<file path="src/design/axi_mem_cfg.svh">
`ifndef AXI_MEM_CFG_SVH
`define AXI_MEM_CFG_SVH

`define ADDR_WIDTH 12 // byte address
`define DATA_WIDTH 32
`define STRB_WIDTH (`DATA_WIDTH / 8)
`define ID_BITS 4
`define LEN_BITS 4 // a burst has len + 1 beats
`define SIZE_BITS 3

// the RAM covers the whole byte address space
`define MEM_WORDS 1024
`define WADDR_WIDTH ($clog2(`MEM_WORDS))
`define BYTE_OFF_BITS ($clog2(`STRB_WIDTH))

`endif

</file>
<file path="src/design/axi_mem_pkg.sv">
`include "axi_mem_cfg.svh"

package axi_mem_pkg;

  // burst encodings as they appear on awburst and arburst
  typedef enum logic [1:0] {
    FIXED = 2'b00,
    INCR  = 2'b01,
    WRAP  = 2'b10
  } axi_burst_t;

  typedef enum logic [1:0] {
    OKAY   = 2'b00,
    SLVERR = 2'b10
  } axi_resp_t;

  typedef logic [`LEN_BITS-1:0] beat_cnt_t; // beat index within one burst

endpackage

</file>
<file path="src/design/mem_port_if.sv">
`timescale 1ns/10ps
`include "axi_mem_cfg.svh"

// one requester port of the shared RAM
interface mem_port_if;
  logic                     req;
  logic                     we;
  logic [`WADDR_WIDTH-1:0]  addr; // word address
  logic [`DATA_WIDTH-1:0]   wdata;
  logic [`STRB_WIDTH-1:0]   strb;
  logic                     gnt;  // same cycle as req
  logic [`DATA_WIDTH-1:0]   rdata; // one cycle after a granted read

  modport requester (
    output req, we, addr, wdata, strb,
    input  gnt, rdata
  );

  modport arbiter (
    input  req, we, addr, wdata, strb,
    output gnt, rdata
  );
endinterface

</file>
<file path="src/design/axi_read_engine.sv">
`timescale 1ns/10ps
`include "axi_mem_cfg.svh"

module axi_read_engine (
  input  logic                     clk_i,
  input  logic                     rst_n_i,
  input  logic [`ID_BITS-1:0]      arid_i,
  input  logic [`ADDR_WIDTH-1:0]   araddr_i,
  input  logic [`LEN_BITS-1:0]     arlen_i,
  input  logic [`SIZE_BITS-1:0]    arsize_i,
  input  axi_mem_pkg::axi_burst_t  arburst_i,
  input  logic                     arvalid_i,
  output logic                     arready_o,
  output logic [`ID_BITS-1:0]      rid_o,
  output logic [`DATA_WIDTH-1:0]   rdata_o,
  output axi_mem_pkg::axi_resp_t   rresp_o,
  output logic                     rlast_o,
  output logic                     rvalid_o,
  input  logic                     rready_i,
  mem_port_if.requester            mem
);
  import axi_mem_pkg::*;

  typedef enum logic [1:0] {S_ADDR, S_DATA, S_DRAIN} state_t;

  localparam logic [`ADDR_WIDTH-1:0] ADDR_ONE = 1;

  state_t                   state_q;
  logic [`ID_BITS-1:0]      id_q;
  logic [`ADDR_WIDTH-1:0]   addr_q;
  logic [`SIZE_BITS-1:0]    size_q;
  axi_burst_t               burst_q;
  beat_cnt_t                len_q;
  beat_cnt_t                req_cnt_q; // beats issued so far
  logic                     rvalid_q;
  logic                     rlast_q;
  logic                     fresh_q;
  logic [`DATA_WIDTH-1:0]   hold_q;
  logic                     is_wrap;
  logic                     buf_free;
  logic                     issue;

  assign is_wrap  = (burst_q == WRAP);
  assign buf_free = !rvalid_q || rready_i; // buffer empty or emptied this cycle

  assign mem.req   = (state_q == S_DATA) && buf_free && !is_wrap;
  assign mem.we    = 1'b0;
  assign mem.addr  = addr_q[`ADDR_WIDTH-1:`BYTE_OFF_BITS];
  assign mem.wdata = '0;
  assign mem.strb  = '0;

  // WRAP beats come from the counter alone
  assign issue = (state_q == S_DATA) && buf_free && (is_wrap || mem.gnt);

  assign arready_o = (state_q == S_ADDR);
  assign rvalid_o  = rvalid_q;
  assign rlast_o   = rlast_q;
  assign rid_o     = id_q;
  assign rresp_o   = is_wrap ? SLVERR : OKAY;

  // the fresh word is passed straight through, then held in hold_q
  assign rdata_o = is_wrap ? '0 : (fresh_q ? mem.rdata : hold_q);

  always_ff @(posedge clk_i) begin
    if (!rst_n_i) begin
      state_q  <= S_ADDR;
      rvalid_q <= 1'b0;
      rlast_q  <= 1'b0;
      fresh_q  <= 1'b0;
    end else begin
      fresh_q <= mem.req && mem.gnt;
      if (issue) begin
        rvalid_q <= 1'b1;
        rlast_q  <= (req_cnt_q == len_q);
      end else if (rready_i) begin
        rvalid_q <= 1'b0;
        rlast_q  <= 1'b0;
      end
      case (state_q)
        S_ADDR: begin
          if (arvalid_i) begin
            state_q <= S_DATA;
          end
        end
        S_DATA: begin
          if (issue && req_cnt_q == len_q) begin
            state_q <= S_DRAIN;
          end
        end
        S_DRAIN: begin
          if (rvalid_q && rready_i) begin
            state_q <= S_ADDR;
          end
        end
        default: state_q <= S_ADDR;
      endcase
    end
  end

  always_ff @(posedge clk_i) begin
    if (fresh_q) begin
      hold_q <= mem.rdata;
    end
    if (arvalid_i && arready_o) begin
      id_q      <= arid_i;
      addr_q    <= araddr_i;
      size_q    <= arsize_i;
      burst_q   <= arburst_i;
      len_q     <= arlen_i;
      req_cnt_q <= '0;
    end else if (issue) begin
      req_cnt_q <= req_cnt_q + 1'b1;
      if (burst_q != FIXED) begin
        addr_q <= addr_q + (ADDR_ONE << size_q);
      end
    end
  end

endmodule

</file>
<file path="src/flat_wrapper.sv">
// flat-port wrapper written by rule: the top's interface ports become plain ports
module axi_read_engine_flat import axi_mem_pkg::*;
  (clk_i, rst_n_i, arid_i, araddr_i, arlen_i, arsize_i, arburst_i, arvalid_i, arready_o, rid_o, rdata_o, rresp_o, rlast_o, rvalid_o, rready_i, mem_req, mem_we, mem_addr, mem_wdata, mem_strb, mem_gnt, mem_rdata);
  mem_port_if mem_i ();
  input  logic clk_i;
  input  logic rst_n_i;
  input  logic [`ID_BITS-1:0] arid_i;
  input  logic [`ADDR_WIDTH-1:0] araddr_i;
  input  logic [`LEN_BITS-1:0] arlen_i;
  input  logic [`SIZE_BITS-1:0] arsize_i;
  input  axi_mem_pkg::axi_burst_t arburst_i;
  input  logic arvalid_i;
  output logic arready_o;
  output logic [`ID_BITS-1:0] rid_o;
  output logic [`DATA_WIDTH-1:0] rdata_o;
  output axi_mem_pkg::axi_resp_t rresp_o;
  output logic rlast_o;
  output logic rvalid_o;
  input  logic rready_i;
  output wire logic [$bits(mem_i.req)-1:0] mem_req;
  output wire logic [$bits(mem_i.we)-1:0] mem_we;
  output wire logic [$bits(mem_i.addr)-1:0] mem_addr;
  output wire logic [$bits(mem_i.wdata)-1:0] mem_wdata;
  output wire logic [$bits(mem_i.strb)-1:0] mem_strb;
  input wire logic [$bits(mem_i.gnt)-1:0] mem_gnt;
  input wire logic [$bits(mem_i.rdata)-1:0] mem_rdata;
  assign mem_req = mem_i.req;
  assign mem_we = mem_i.we;
  assign mem_addr = mem_i.addr;
  assign mem_wdata = mem_i.wdata;
  assign mem_strb = mem_i.strb;
  assign mem_i.gnt = mem_gnt;
  assign mem_i.rdata = mem_rdata;
  axi_read_engine u_core (.clk_i(clk_i), .rst_n_i(rst_n_i), .arid_i(arid_i), .araddr_i(araddr_i), .arlen_i(arlen_i), .arsize_i(arsize_i), .arburst_i(arburst_i), .arvalid_i(arvalid_i), .arready_o(arready_o), .rid_o(rid_o), .rdata_o(rdata_o), .rresp_o(rresp_o), .rlast_o(rlast_o), .rvalid_o(rvalid_o), .rready_i(rready_i), .mem(mem_i));
endmodule
</file>
<file path="config.mk">
export PLATFORM = sky130hd
export DESIGN_NAME = axi_read_engine_flat
export DESIGN_NICKNAME = d
export VERILOG_FILES = /design/src/design/axi_mem_pkg.sv /design/src/design/mem_port_if.sv /design/src/design/axi_read_engine.sv /design/src/flat_wrapper.sv
export VERILOG_INCLUDE_DIRS = /design/src /design/src/design
export SDC_FILE = /design/constraint.sdc
export NUM_CORES = 1
export LEC_CHECK = 0
export BUFFER_PORTS_ARGS = -buffer_cell sky130_fd_sc_hd__buf_4
export CELL_PAD_IN_SITES_DETAIL_PLACEMENT = 1
export CELL_PAD_IN_SITES_GLOBAL_PLACEMENT = 1
export CORE_MARGIN = 5
export CORE_UTILIZATION = 35
export DETAILED_ROUTE_END_ITERATION = 12
export GPL_TIMING_DRIVEN = 0
export PLACE_DENSITY_LB_ADDON = 0.1
export SYNTH_ARGS = -nofsm -noshare
export SYNTH_HDL_FRONTEND = slang
export SYNTH_SLANG_ARGS = --single-unit
export TNS_END_PERCENT = 20
</file>
<file path="constraint.sdc">
create_clock -name clk_i -period 2.6 [get_ports clk_i]
set_clock_uncertainty 0.1 [all_clocks]
set_input_delay 0.52 -clock clk_i [delete_from_list [all_inputs] [get_ports clk_i]]
set_output_delay 0.52 -clock clk_i [all_outputs]
set_load 0.01 [all_outputs]
</file>
; After elaboration in Yosys (flattened, before gate mapping)
; Index checks and enable logic that the tools add are counted.
[word_totals]
ff_bits = 66
output_inout_bits = 89
[classes]
addsub = 2
n_eq_ne = 7
shift = 1
mux = 13
n_reduce_logical = 18
[op_table]
columns = op, count
row1 = 32-bit two-way mux, 2
row2 = 12-bit two-way mux, 3
row3 = 12-bit adder, 1
row4 = "1-bit by 3-bit << shifter with 12-bit output, first input constant", 1
row5 = 2-bit two-way mux, 4
row6 = 2-bit nonzero test, 4
row7 = 1-bit logical AND, 7
row8 = 2-bit one-hot mux with 3 select lines, 1
row9 = "4-bit by 1-bit adder with 4-bit output, second input constant", 1
row10 = "2-bit equality test, second input constant", 2
row11 = 4-bit equality test, 1
row12 = "2-bit inequality test, second input constant", 2
row13 = 1-bit two-way mux, 3
row14 = 3-bit AND reduction, 1
row15 = "2-bit by 1-bit equality test with 1-bit output, second input constant", 1
row16 = 1-bit zero test, 2
row17 = 2-bit zero test, 1
row18 = 1-bit logical OR, 2
row19 = "2-bit by 1-bit inequality test with 1-bit output, second input constant", 1
row20 = 2-bit AND reduction, 1

; Longest topological paths before layout
; Gate-level depths: netlist of the first run.
[depth]
depth_word = 7
mapped_depth = 9
mapped_depth_nobuf = 9

; Least setup slack after synthesis of the first run
; Ideal clock, no wire load.
[synth_path]
path_kind = input-to-reg
from = input port arvalid_i
to = register u_core.addr_q[0], enable pin
setup_ns = 0.398
arrival_time_ns = 1.830
slack_ns = 0.272
stages = 4
path_buffers = 2
cell_sequence = or3b_2 clkbuf_1 clkbuf_1 o21ai_0
[synth_between]
elab_chain_cells = 3
[synth_lines]
columns = element, line
row1 = start: declaration, flat_wrapper.sv:12  ; input logic arvalid_i;
row2 = 1-bit logical AND (*), axi_read_engine.sv:104  ; if (arvalid_i && arready_o) begin
row3 = 2-bit nonzero test (no line), -
row4 = 2-bit AND reduction (no line) (*), -
row5 = end signal: assignment, axi_read_engine.sv:106  ; addr_q <= araddr_i;
row6 = end signal: assignment, axi_read_engine.sv:114  ; addr_q <= addr_q + (ADDR_ONE << size_q);
row7 = end: declaration, axi_read_engine.sv:30  ; logic [`ADDR_WIDTH-1:0] addr_q;
; Mark *: on every way between the ends. The rest lies on a longest branch, timed or not.
; A chain may end at the register's enable or synchronous reset.

; Final worst setup path of the first run
[layout_path]
from = register u_core.size_q[2]
to = register u_core.addr_q[11], data pin
[layout_between]
elab_chain_cells = 5
[layout_lines]
columns = element, line
row1 = start: declaration, axi_read_engine.sv:31  ; logic [`SIZE_BITS-1:0] size_q;
row2 = start signal: assignment, axi_read_engine.sv:107  ; size_q <= arsize_i;
row3 = 1-bit by 3-bit << shifter with 12-bit output, axi_read_engine.sv:114
row4 = 12-bit adder, axi_read_engine.sv:114
row5 = 12-bit two-way mux, axi_read_engine.sv:113  ; if (burst_q != FIXED) begin
row6 = 12-bit two-way mux, axi_read_engine.sv:111  ; end else if (issue) begin
row7 = 12-bit two-way mux, axi_read_engine.sv:104
; No other way between the ends. The select of a mux whose other input is x is not followed.

==> run metrics, run 1 <==
cell area after layout=~0.0050 mm²; setup-violating endpoint count in the final report=0; total of max-cap violations=0; leading cell types in the layout, fill and taps excluded=173 x buf_4, 41 x dfxtp_1, 38 x conb_1; R2R Setup Slk=between 0.08 and 0.09 ns; share of power burned in the clock network=0.264; WS Path Type=flop to flop; post-synthesis cell count=approximately 330; power share of the combinational group=0.327; multiplexer area fraction after synthesis=0.113; combined area of the multi-input logic cells=around 0.0016 mm²; transition time at the pin with the least slew margin=around 0.55 ns; netlist area before placement=0.00345 mm²; internal power=between 2 and 2.5 mW; Post-Route Setup TNS=0 ns; Slew Limit Headroom=0.634; Post-synth ARST share=0; clock buffer count from CTS=9; slack of the critical path=about 0.08 ns; relative contribution of sequential cells to total power=0.409; # nets final=575; n_diodes=0; fraction of the mapped netlist area in simple logic gates=0.148; Total Die Area=~0.012 mm²; DP Worst Slack=-0.132 ns; distinct cell type count after synthesis=43; WL per Instance=14.2 µm; Die X=~110 µm; utilization after layout=0.512; share of synthesized area occupied by flip-flops and latches=0.456; combinational family with the most area after synthesis=simple AND/OR/NAND/NOR gates; final hold violations=0; detailed-placement wirelength estimate=between 6 and 7 mm; # H-tree levels=3; instance area at placement=between 0.004 and 0.005 mm²; initial standard-cell utilization of the core=0.356; PD cells=just under 700 mW/mm²; CTS max path bufs=2; clock latency reported for the late side of the worst-skew pair=about 0.34 ns; Critical Path AT=approximately 2.5 ns; time the final worst path needs with I/O delays and setup=approximately 2.5 ns; vias in the first global route=just under 3000; clock sink count=66; First-pass DRT Iterations=4; Via-to-Cell Ratio=4.35; final total power=3.37 mW; number of synthesis warnings=0; launching element type of the critical path=flop; share of the synthesized area in compound gates (AO/OA/AOI/OAI)=0.0784; number of antenna violations at the first check in global routing=0; post-detailed-route count of antenna-violating nets=0; largest net degree at the start of global routing=23; layout cell share with drive strength beyond 1=0.467; fraction of synthesized cell area in xor and xnor cells=0.0330; Fmax=397 MHz; unrepaired setup endpoints after global routing=yes; area occupied by registers=about 0.0016 mm²; Max rail drop VDD=roughly 0.00043 V; number of standard cells in the final layout excluding fillers=641; Layout area overhead=44.0%; total vias in the final route=2791; Critical Path Sink Type=flop; Mapped Avg Cell Area=between 10 and 15 µm²; most common library cell in the layout ignoring fill and taps=buf_4; number of synthesized flops with an enable pin=25; Port Buf Inserts=around 110; global router's overall resource usage=0.148; Max FO, Critical Path=6; LEAKAGE=about 2.4 nW; wire length of the first global-routing pass=13.8 mm; Sw Pwr=approximately 0.96 mW; count of hold-fix buffers inserted at cts=0; total count of max-transition violations in the final report=0; Filler Cell Count=roughly 1100; die boundary height=around 110 µm; root buffer cell=clkbuf_8; cell family contributing the most delay on the critical path=compound AO/OA/AOI/OAI gates; dominant synthesized flop cell=dfxtp_1; Final Cycle Share=0.969; area share of fa/ha/maj cells after synthesis=0.0385; max incr delay on CP=a little over 0.5 ns; Core Rows=36; series of cell instances along the critical path=buf_4 -> nor3b_2 -> ha_1 -> a21oi_1 -> o21ai_2 -> o31ai_4 -> mux2i_1 -> o21ai_0; violation count after the first detailed-route iteration=61; Worst EP required=between 2 and 3 ns; global route overflow=0; hold_ws=0.254 ns; Final Routed Wirelength=roughly 9.1 mm; placeable core region=0.00968 mm²; clock tree from TritonCTS=done; result of the run=finished clean; slowest cell on the critical path=edfxtp_1; synthesis-stage register bit count=66; number of instances in the placed design=between 600 and 700; Bufs and invs on worst path=1; boundary pin count=151; routability cong.=just under 0.8; DRC violations left=0; clock input transition at the sequential cells of the worst setup and hold paths=0.07 ns; path class of the lowest-slack min-delay path=input port to flop; proportion of total power due to net switching=0.285
==> what timing repair did <==
item,CTS,global route
pin swaps,0,7
cloned,0,0
setup buffers,0,11
resized for setup,2,12
endpoints found under the setup margin,3,13
hold endpoints to repair,0,0
==> cell type report <==
type | count | share of cell area
Clock buffer | 13 | 0.0386
Tap cell | 133 | 0.0335
Multi-Input combinational cell | 232 | 0.328
Buffer | 61 | 0.0850
Timing Repair Buffer | 124 | 0.188
Sequential cell | 66 | 0.317
Inverter | 9 | 0.00681
Clock inverter | 3 | 0.00328
==> power by group through the flow <==
| stage | clock [mW] | combinational [mW] | sequential (mW) |
|---|---|---|---|
| 6_report | 0.891 | 1.10 | 1.38 |
| 5_1_grt | 0.971 | 1.22 | 1.40 |
| 4_1_cts | 0.925 | 1.07 | 1.39 |
| 3_5_place_dp | 0 | 1.06 | 1.41 |
| 3_3_place_gp | 0 | 1.03 | 1.40 |
| 2_1_floorplan | 0 | 0.639 | 1.38 |
==> synth_stat cells (2+ instances only) <==
master,instances,share of area
nor3b_1,2,0.0044
clkbuf_1,7,0.0076
and3_1,4,0.0073
mux2_1,4,0.013
a21boi_1,2,0.0044
and3b_1,2,0.0051
o21ai_0,11,0.016
or3_1,2,0.0036
xnor2_1,4,0.010
nor2b_1,33,0.060
nor2_1,20,0.022
a21boi_0,2,0.0044
nand3b_1,2,0.0044
inv_1,9,0.0098
nand2b_1,4,0.0073
nand3_1,2,0.0029
a21o_1,2,0.0044
buf_2,4,0.0058
edfxtp_1,25,0.22
a21oi_1,15,0.022
buf_4,50,0.11
o31ai_1,2,0.0044
xor2_1,9,0.023
ha_1,9,0.033
mux2i_1,3,0.0087
mux2_2,28,0.091
o211ai_1,3,0.0065
dfxtp_1,41,0.24
nand2_1,16,0.017
==> worst paths after layout <==
path,cells after the start,endpoint,from
worst max-delay path,8,u_core.addr_q[11]$_DFFE_PP_,u_core.size_q[2]$_DFFE_PP_
worst min-delay path,1,u_core.len_q[0]$_DFFE_PP_,arlen_i[0]
worst max register to register,8,u_core.addr_q[11]$_DFFE_PP_,u_core.size_q[2]$_DFFE_PP_
worst min register to register,1,u_core.hold_q[22]$_DFF_P_,u_core.hold_q[22]$_DFF_P_
==> layer usage <==
layer,GRT usage,up-vias,part of all wire
li1,-,1384,-
met1,0.162,1314,0.38
met2,0.260,82,0.53
met3,0.0586,11,0.080
met4,0.0481,0,0.014
met5,0,-,0
==> state kept, by name, indices dropped and copies added (netlist names) <==
| signal | flops |
|---|---|
| u_core.addr_q | 12 |
| u_core.req_cnt_q | 4 |
| u_core.rlast_o | 1 |
| u_core.fresh_q | 1 |
| u_core.len_q | 4 |
| u_core.burst_q | 2 |
| u_core.rid_o | 4 |
| u_core.hold_q | 32 |
| u_core.rvalid_o | 1 |
| u_core.state_q | 2 |
| u_core.size_q | 3 |
==> cells by family after synthesis <==
family	Yosys count
other	1
XOR/XNOR	13
adder cells (fa/ha/maj)	10
multiplexers	35
flip-flops	66
buffers and inverters	70
AND/OR/NAND/NOR	93
AO/OA/AOI/OAI	43
(Power assumes the default switching activity.)
==> run 2: changes to the inputs <==
Settings changed: ABC_AREA from default to 1, CORE_UTILIZATION 35 to 33.
==> run metrics, run 2 <==
transition time at the pin with the least slew margin=~0.60 ns; biggest registers after layout=u_core.hold_q x32, u_core.addr_q x12; total count of max-transition violations in the final report=0; root buffer cell=clkbuf_8; distinct cell type count after synthesis=30; setup-violating endpoint count in the final report=0; Max rail drop VDD=0.000301 V; # H-tree levels=3; slack of the critical path=just over 0.2 ns; post-detailed-route count of antenna-violating nets=0; Mapped Avg Cell Area=7.75 µm²; leading cell types in the layout, fill and taps excluded=168 x nand2_1, 163 x buf_4, 41 x dfxtp_1; path class of the lowest-slack min-delay path=input port to flop; post-synthesis cell count=about 450; clock tree from TritonCTS=done; detailed-placement wirelength estimate=7.80 mm; Post-synth ARST share=0; initial standard-cell utilization of the core=0.339; total vias in the final route=about 3300; Via-to-Cell Ratio=4.35; CTS max path bufs=2; Total Die Area=around 0.013 mm²; n_diodes=0; total of max-cap violations=0; Port Buf Inserts=112; boundary pin count=around 150; Slew Limit Headroom=0.600; clock buffer count from CTS=9; # nets final=between 600 and 700; number of synthesized flops with an enable pin=25; Die X=113 µm; combinational family with the most area after synthesis=simple AND/OR/NAND/NOR gates; share of the synthesized area in compound gates (AO/OA/AOI/OAI)=0.0738; time the final worst path needs with I/O delays and setup=roughly 2.4 ns; Layout area overhead=39.1%; result of the run=finished clean; unrepaired setup endpoints after global routing=no; synthesis-stage register bit count=66; count of hold-fix buffers inserted at cts=0; First-pass DRT Iterations=4; layout cell share with drive strength beyond 1=0.320; Worst EP required=2.64 ns; count leader, synth=nand2_1; clock latency reported for the late side of the worst-skew pair=0.35 ns; PD cells=just under 700 mW/mm²; global route overflow=0; launching element type of the critical path=flop; register with the highest flop count=u_core.hold_q; Critical Path Sink Type=flop; wire length of the first global-routing pass=15.9 mm; dominant synthesized flop cell=dfxtp_1; cell accounting for the most synthesized area=dfxtp_1; fraction of the mapped netlist area in simple logic gates=0.264; number of synthesis warnings=0; Max FO, Critical Path=5; LEAKAGE=roughly 2.6 nW; clock sink count=66; global router's overall resource usage=0.152; placeable core region=0.0104 mm²; routability cong.=around 0.8; die boundary height=~110 µm; most common library cell in the layout ignoring fill and taps=nand2_1; WL per Instance=12.8 µm; number of flip-flops in the largest register=32; vias in the first global route=3481; area share of fa/ha/maj cells after synthesis=0.0378; largest cells by area after synthesis=dfxtp_1 23%, edfxtp_1 21%, nand2_1 18%; multiplexer area fraction after synthesis=0; netlist area before placement=0.00351 mm²; violation count after the first detailed-route iteration=roughly 100; Final Routed Wirelength=around 9.7 mm; share of synthesized area occupied by flip-flops and latches=0.448; commonest cells in the netlist=168 x nand2_1, 50 x buf_4, 41 x dfxtp_1, 39 x a21oi_1, 27 x inv_1; Post-Route Setup TNS=0 ns; fraction of synthesized cell area in xor and xnor cells=0.0225; DP Worst Slack=0.0343 ns; Fmax=~420 MHz; Filler Cell Count=between 1000 and 1500; DRC violations left=0; WS Path Type=flop to flop; number of antenna violations at the first check in global routing=0; clock input transition at the sequential cells of the worst setup and hold paths=about 0.080 ns; final hold violations=0; Synth top area share=0.234; Critical Path AT=2.44 ns; Final Cycle Share=0.922; Core Rows=37; largest net degree at the start of global routing=23
[run 2: cell count changes after synthesis, sizes merged, moves of 4 or more]
cell    change
nand2     +153
a21oi      +24
nor2b      -34
nor3        +8
nand3      +18
mux2       -32
inv        +20
nand2b      -4
and3        -4
o211ai      -4
[run 2: path summary, 6_finish.rpt]
kind,start,to,slack (ns),cells past startpoint
worst min-delay path,arburst_i[1],u_core.burst_q[1]$_DFFE_PP_,0.24,1
worst max-delay path,u_core.size_q[1]$_DFFE_PP_,u_core.addr_q[6]$_DFFE_PP_,0.20,11
worst min register to register,u_core.hold_q[30]$_DFF_P_,u_core.hold_q[30]$_DFF_P_,0.35,2
worst max register to register,u_core.size_q[1]$_DFFE_PP_,u_core.addr_q[6]$_DFFE_PP_,0.20,11
[run 2: per-layer routing]
layer	part of all wire	vias to the layer above	routed length (µm)	track usage
met2	0.51	90	4940	0.268
met1	0.40	1503	3840	0.168
met5	0	-	0	0
met4	0.016	0	151	0.0481
li1	-	1681	-	-
met3	0.077	10	743	0.0588
[run 2: layout make-up]
cell class	instances	area [µm²]	area share
clock inverter	7	70.1	0.0144
sequential	66	1570	0.322
tap	136	170	0.0349
buffer	61	424	0.0869
timing repair buffer	113	848	0.174
clock buffer	9	124	0.0254
multi-input combinational	333	1560	0.320
inverter	30	113	0.0231
[run 2: power breakdown]
| part | internal (mW) | leakage, nW | switching [mW] |
|---|---|---|---|
| combinational | 0.509 | 1.87 | 0.552 |
| sequential | 1.31 | 0.585 | 0.0870 |
| clock | 0.441 | 0.101 | 0.419 |
| total | 2.26 | 2.56 | 1.06 |
[run 2: timing repair]
item,in CTS,in global routing
endpoints found under the setup margin,0,2
resized for setup,0,5
endpoints found under the hold margin,0,0
buffers inserted,0,1
[run 2: stage by stage]
stage | util | hold slack [ns] | total power [mW] | std cells | cell area [µm²]
3_5_place_dp | 0.449 | 0.333 | 2.49 | 738 | 4660
6_report | 0.471 | 0.244 | 3.31 | 755 | 4880
3_3_place_gp | 0.449 | 0.325 | 2.45 | 738 | 4660
5_1_grt | 0.471 | 0.218 | 3.55 | 755 | 4880
2_1_floorplan | - | 0.315 | 2.01 | 490 | 3650
4_1_cts | 0.468 | 0.228 | 3.35 | 754 | 4850
[run 2: critical path, cell delays in order (launching register included)]
cell and delay [ns]:
edfxtp_1 0.48, nor3_2 0.19, ha_2 0.23, inv_1 0.06, fa_2 0.35, inv_1 0.11, nand3_1 0.10, nand3_2 0.11
nand2_1 0.06, nand2_1 0.09, nor2_1 0.06, o21ai_0 0.26
[run 2: kinds of logic after synthesis]
group                    count (synthesis)
other                                    1
flip-flops                              66
adder cells (fa/ha/maj)                 10
AO/OA/AOI/OAI                           50
XOR/XNOR                                 9
buffers and inverters                   91
AND/OR/NAND/NOR                        226
==> run 3: changes to the inputs <==
Settings changed: REMOVE_ABC_BUFFERS from default to 1.
==> run metrics, run 3 (same netlist as run 2, synthesis figures left out) <==
clock buffer count from CTS=9; detailed-placement wirelength estimate=just over 7 mm; post-detailed-route count of antenna-violating nets=0; transition time at the pin with the least slew margin=roughly 0.76 ns; biggest registers after layout=u_core.hold_q x32, u_core.addr_q x12; final hold violations=0; total vias in the final route=3141; Via-to-Cell Ratio=between 4 and 5; clock latency reported for the late side of the worst-skew pair=0.34 ns; LEAKAGE=roughly 2.3 nW; n_diodes=0; total of max-cap violations=0; launching element type of the critical path=flop; hold_ws=roughly 0.25 ns; WS Path Type=flop to output pin; largest net degree at the start of global routing=36; root buffer cell=clkbuf_8; result of the run=finished clean; routability cong.=between 0.7 and 0.8; number of antenna violations at the first check in global routing=0; global router's overall resource usage=0.146; Core Rows=37; register with the highest flop count=u_core.hold_q; leading cell types in the layout, fill and taps excluded=168 x nand2_1, 114 x buf_4, 40 x dfxtp_1; vias in the first global route=between 3000 and 4000; Final Cycle Share=0.936; clock sink count=66; wire length of the first global-routing pass=about 15 mm; final total power=3.13 mW; Die X=around 110 µm; path class of the lowest-slack min-delay path=input port to flop; Max rail drop VDD=between 0.0002 and 0.0003 V; # H-tree levels=3; layout cell share with drive strength beyond 1=0.258; number of standard cells in the final layout excluding fillers=697; instance area at placement=between 0.004 and 0.005 mm²; Total Die Area=0.0128 mm²; global route overflow=0; Port Buf Inserts=between 100 and 150; Slew Limit Headroom=0.490; WL per Instance=~14 µm; initial standard-cell utilization of the core=0.339; setup-violating endpoint count in the final report=0; Fmax=~400 MHz; Critical Path AT=1.81 ns; number of flip-flops in the largest register=32; Max FO, Critical Path=34; most common library cell in the layout ignoring fill and taps=nand2_1; number of instances in the placed design=677; clock input transition at the sequential cells of the worst setup and hold paths=approximately 0.080 ns; cell area after layout=0.00445 mm²; die boundary height=113 µm; First-pass DRT Iterations=4; Critical Path Sink Type=output pin; PD cells=approximately 700 mW/mm²; Layout area overhead=26.9%; CTS max path bufs=2; count of hold-fix buffers inserted at cts=0; boundary pin count=about 150; time the final worst path needs with I/O delays and setup=around 2.4 ns; DRC violations left=0; unrepaired setup endpoints after global routing=yes; Worst EP required=1.98 ns; violation count after the first detailed-route iteration=99; Final Routed Wirelength=between 9 and 10 mm; # nets final=628; utilization after layout=0.430; clock tree from TritonCTS=done; total count of max-transition violations in the final report=0; placeable core region=about 0.010 mm²
run 3: cell types whose count changed in the layout (fill, tap and decap cells not counted), moves of 2 or more:
| cell | before | now |
|---|---|---|
| clkbuf_1 | 4 | 1 |
| buf_4 | 163 | 114 |
| inv_4 | 0 | 2 |
| buf_2 | 6 | 0 |
| clkinvlp_4 | 0 | 2 |
| clkinv_4 | 3 | 0 |
run 3: path summary, 6_finish.rpt:
kind	cells after the start	to	slack (ns)	from
min	1	u_core.len_q[1]$_DFFE_PP_	0.25	arlen_i[1]
max	4	rdata_o[20]	0.17	u_core.fresh_q$_SDFF_PN0_
min reg2reg	2	u_core.hold_q[10]$_DFF_P_	0.34	u_core.hold_q[10]$_DFF_P_
max reg2reg	12	u_core.addr_q[8]$_DFFE_PP_	0.23	u_core.size_q[0]$_DFFE_PP_
run 3: layout make-up:
cell class	instances	area (µm²)
clock buffers	11	141
clock inverters	5	27.5
fillers	1311	5920
inverters	30	116
multi-input cells	334	1560
flip-flops and latches	66	1580
well taps	136	170
repair buffers	114	856
repair inverters	1	7.51
run 3: repair_timing:
action | CTS | global route
pin swaps | 0 | 1
gates cloned | 1 | 1
buffers inserted | 0 | 2
setup endpoints to repair | 32 | 40
gates resized for setup | 4 | 3
run 3: power by group:
group          switching, mW  leakage [nW]  internal, mW
Sequential            0.0934         0.586          1.31
Clock                  0.400        0.0937         0.369
Combinational          0.526          1.58         0.437
run 3: stage by stage:
step | setup WS (ns) | TNS (ns)
CTS | 0.0663 | 0
floorplan | 0.386 | 0
detailed placement | -0.584 | -18.05
global route | -0.0167 | -0.0896
finish | 0.165 | 0
global placement | -0.655 | -19.96
run 3: per-layer routing:
metal,track usage,vias to the layer above,share of wire
met5,0,-,0
met4,0.0409,0,0.011
met3,0.0567,9,0.079
met2,0.255,87,0.49
met1,0.166,1476,0.43
li1,-,1569,-
run 3: critical path, cell delays in order, from the launching register on:
cell	delay, ns
dfxtp_4	0.60
clkinvlp_4	0.42
nand2_1	0.19
a21oi_1	0.08
buf_4	0.18
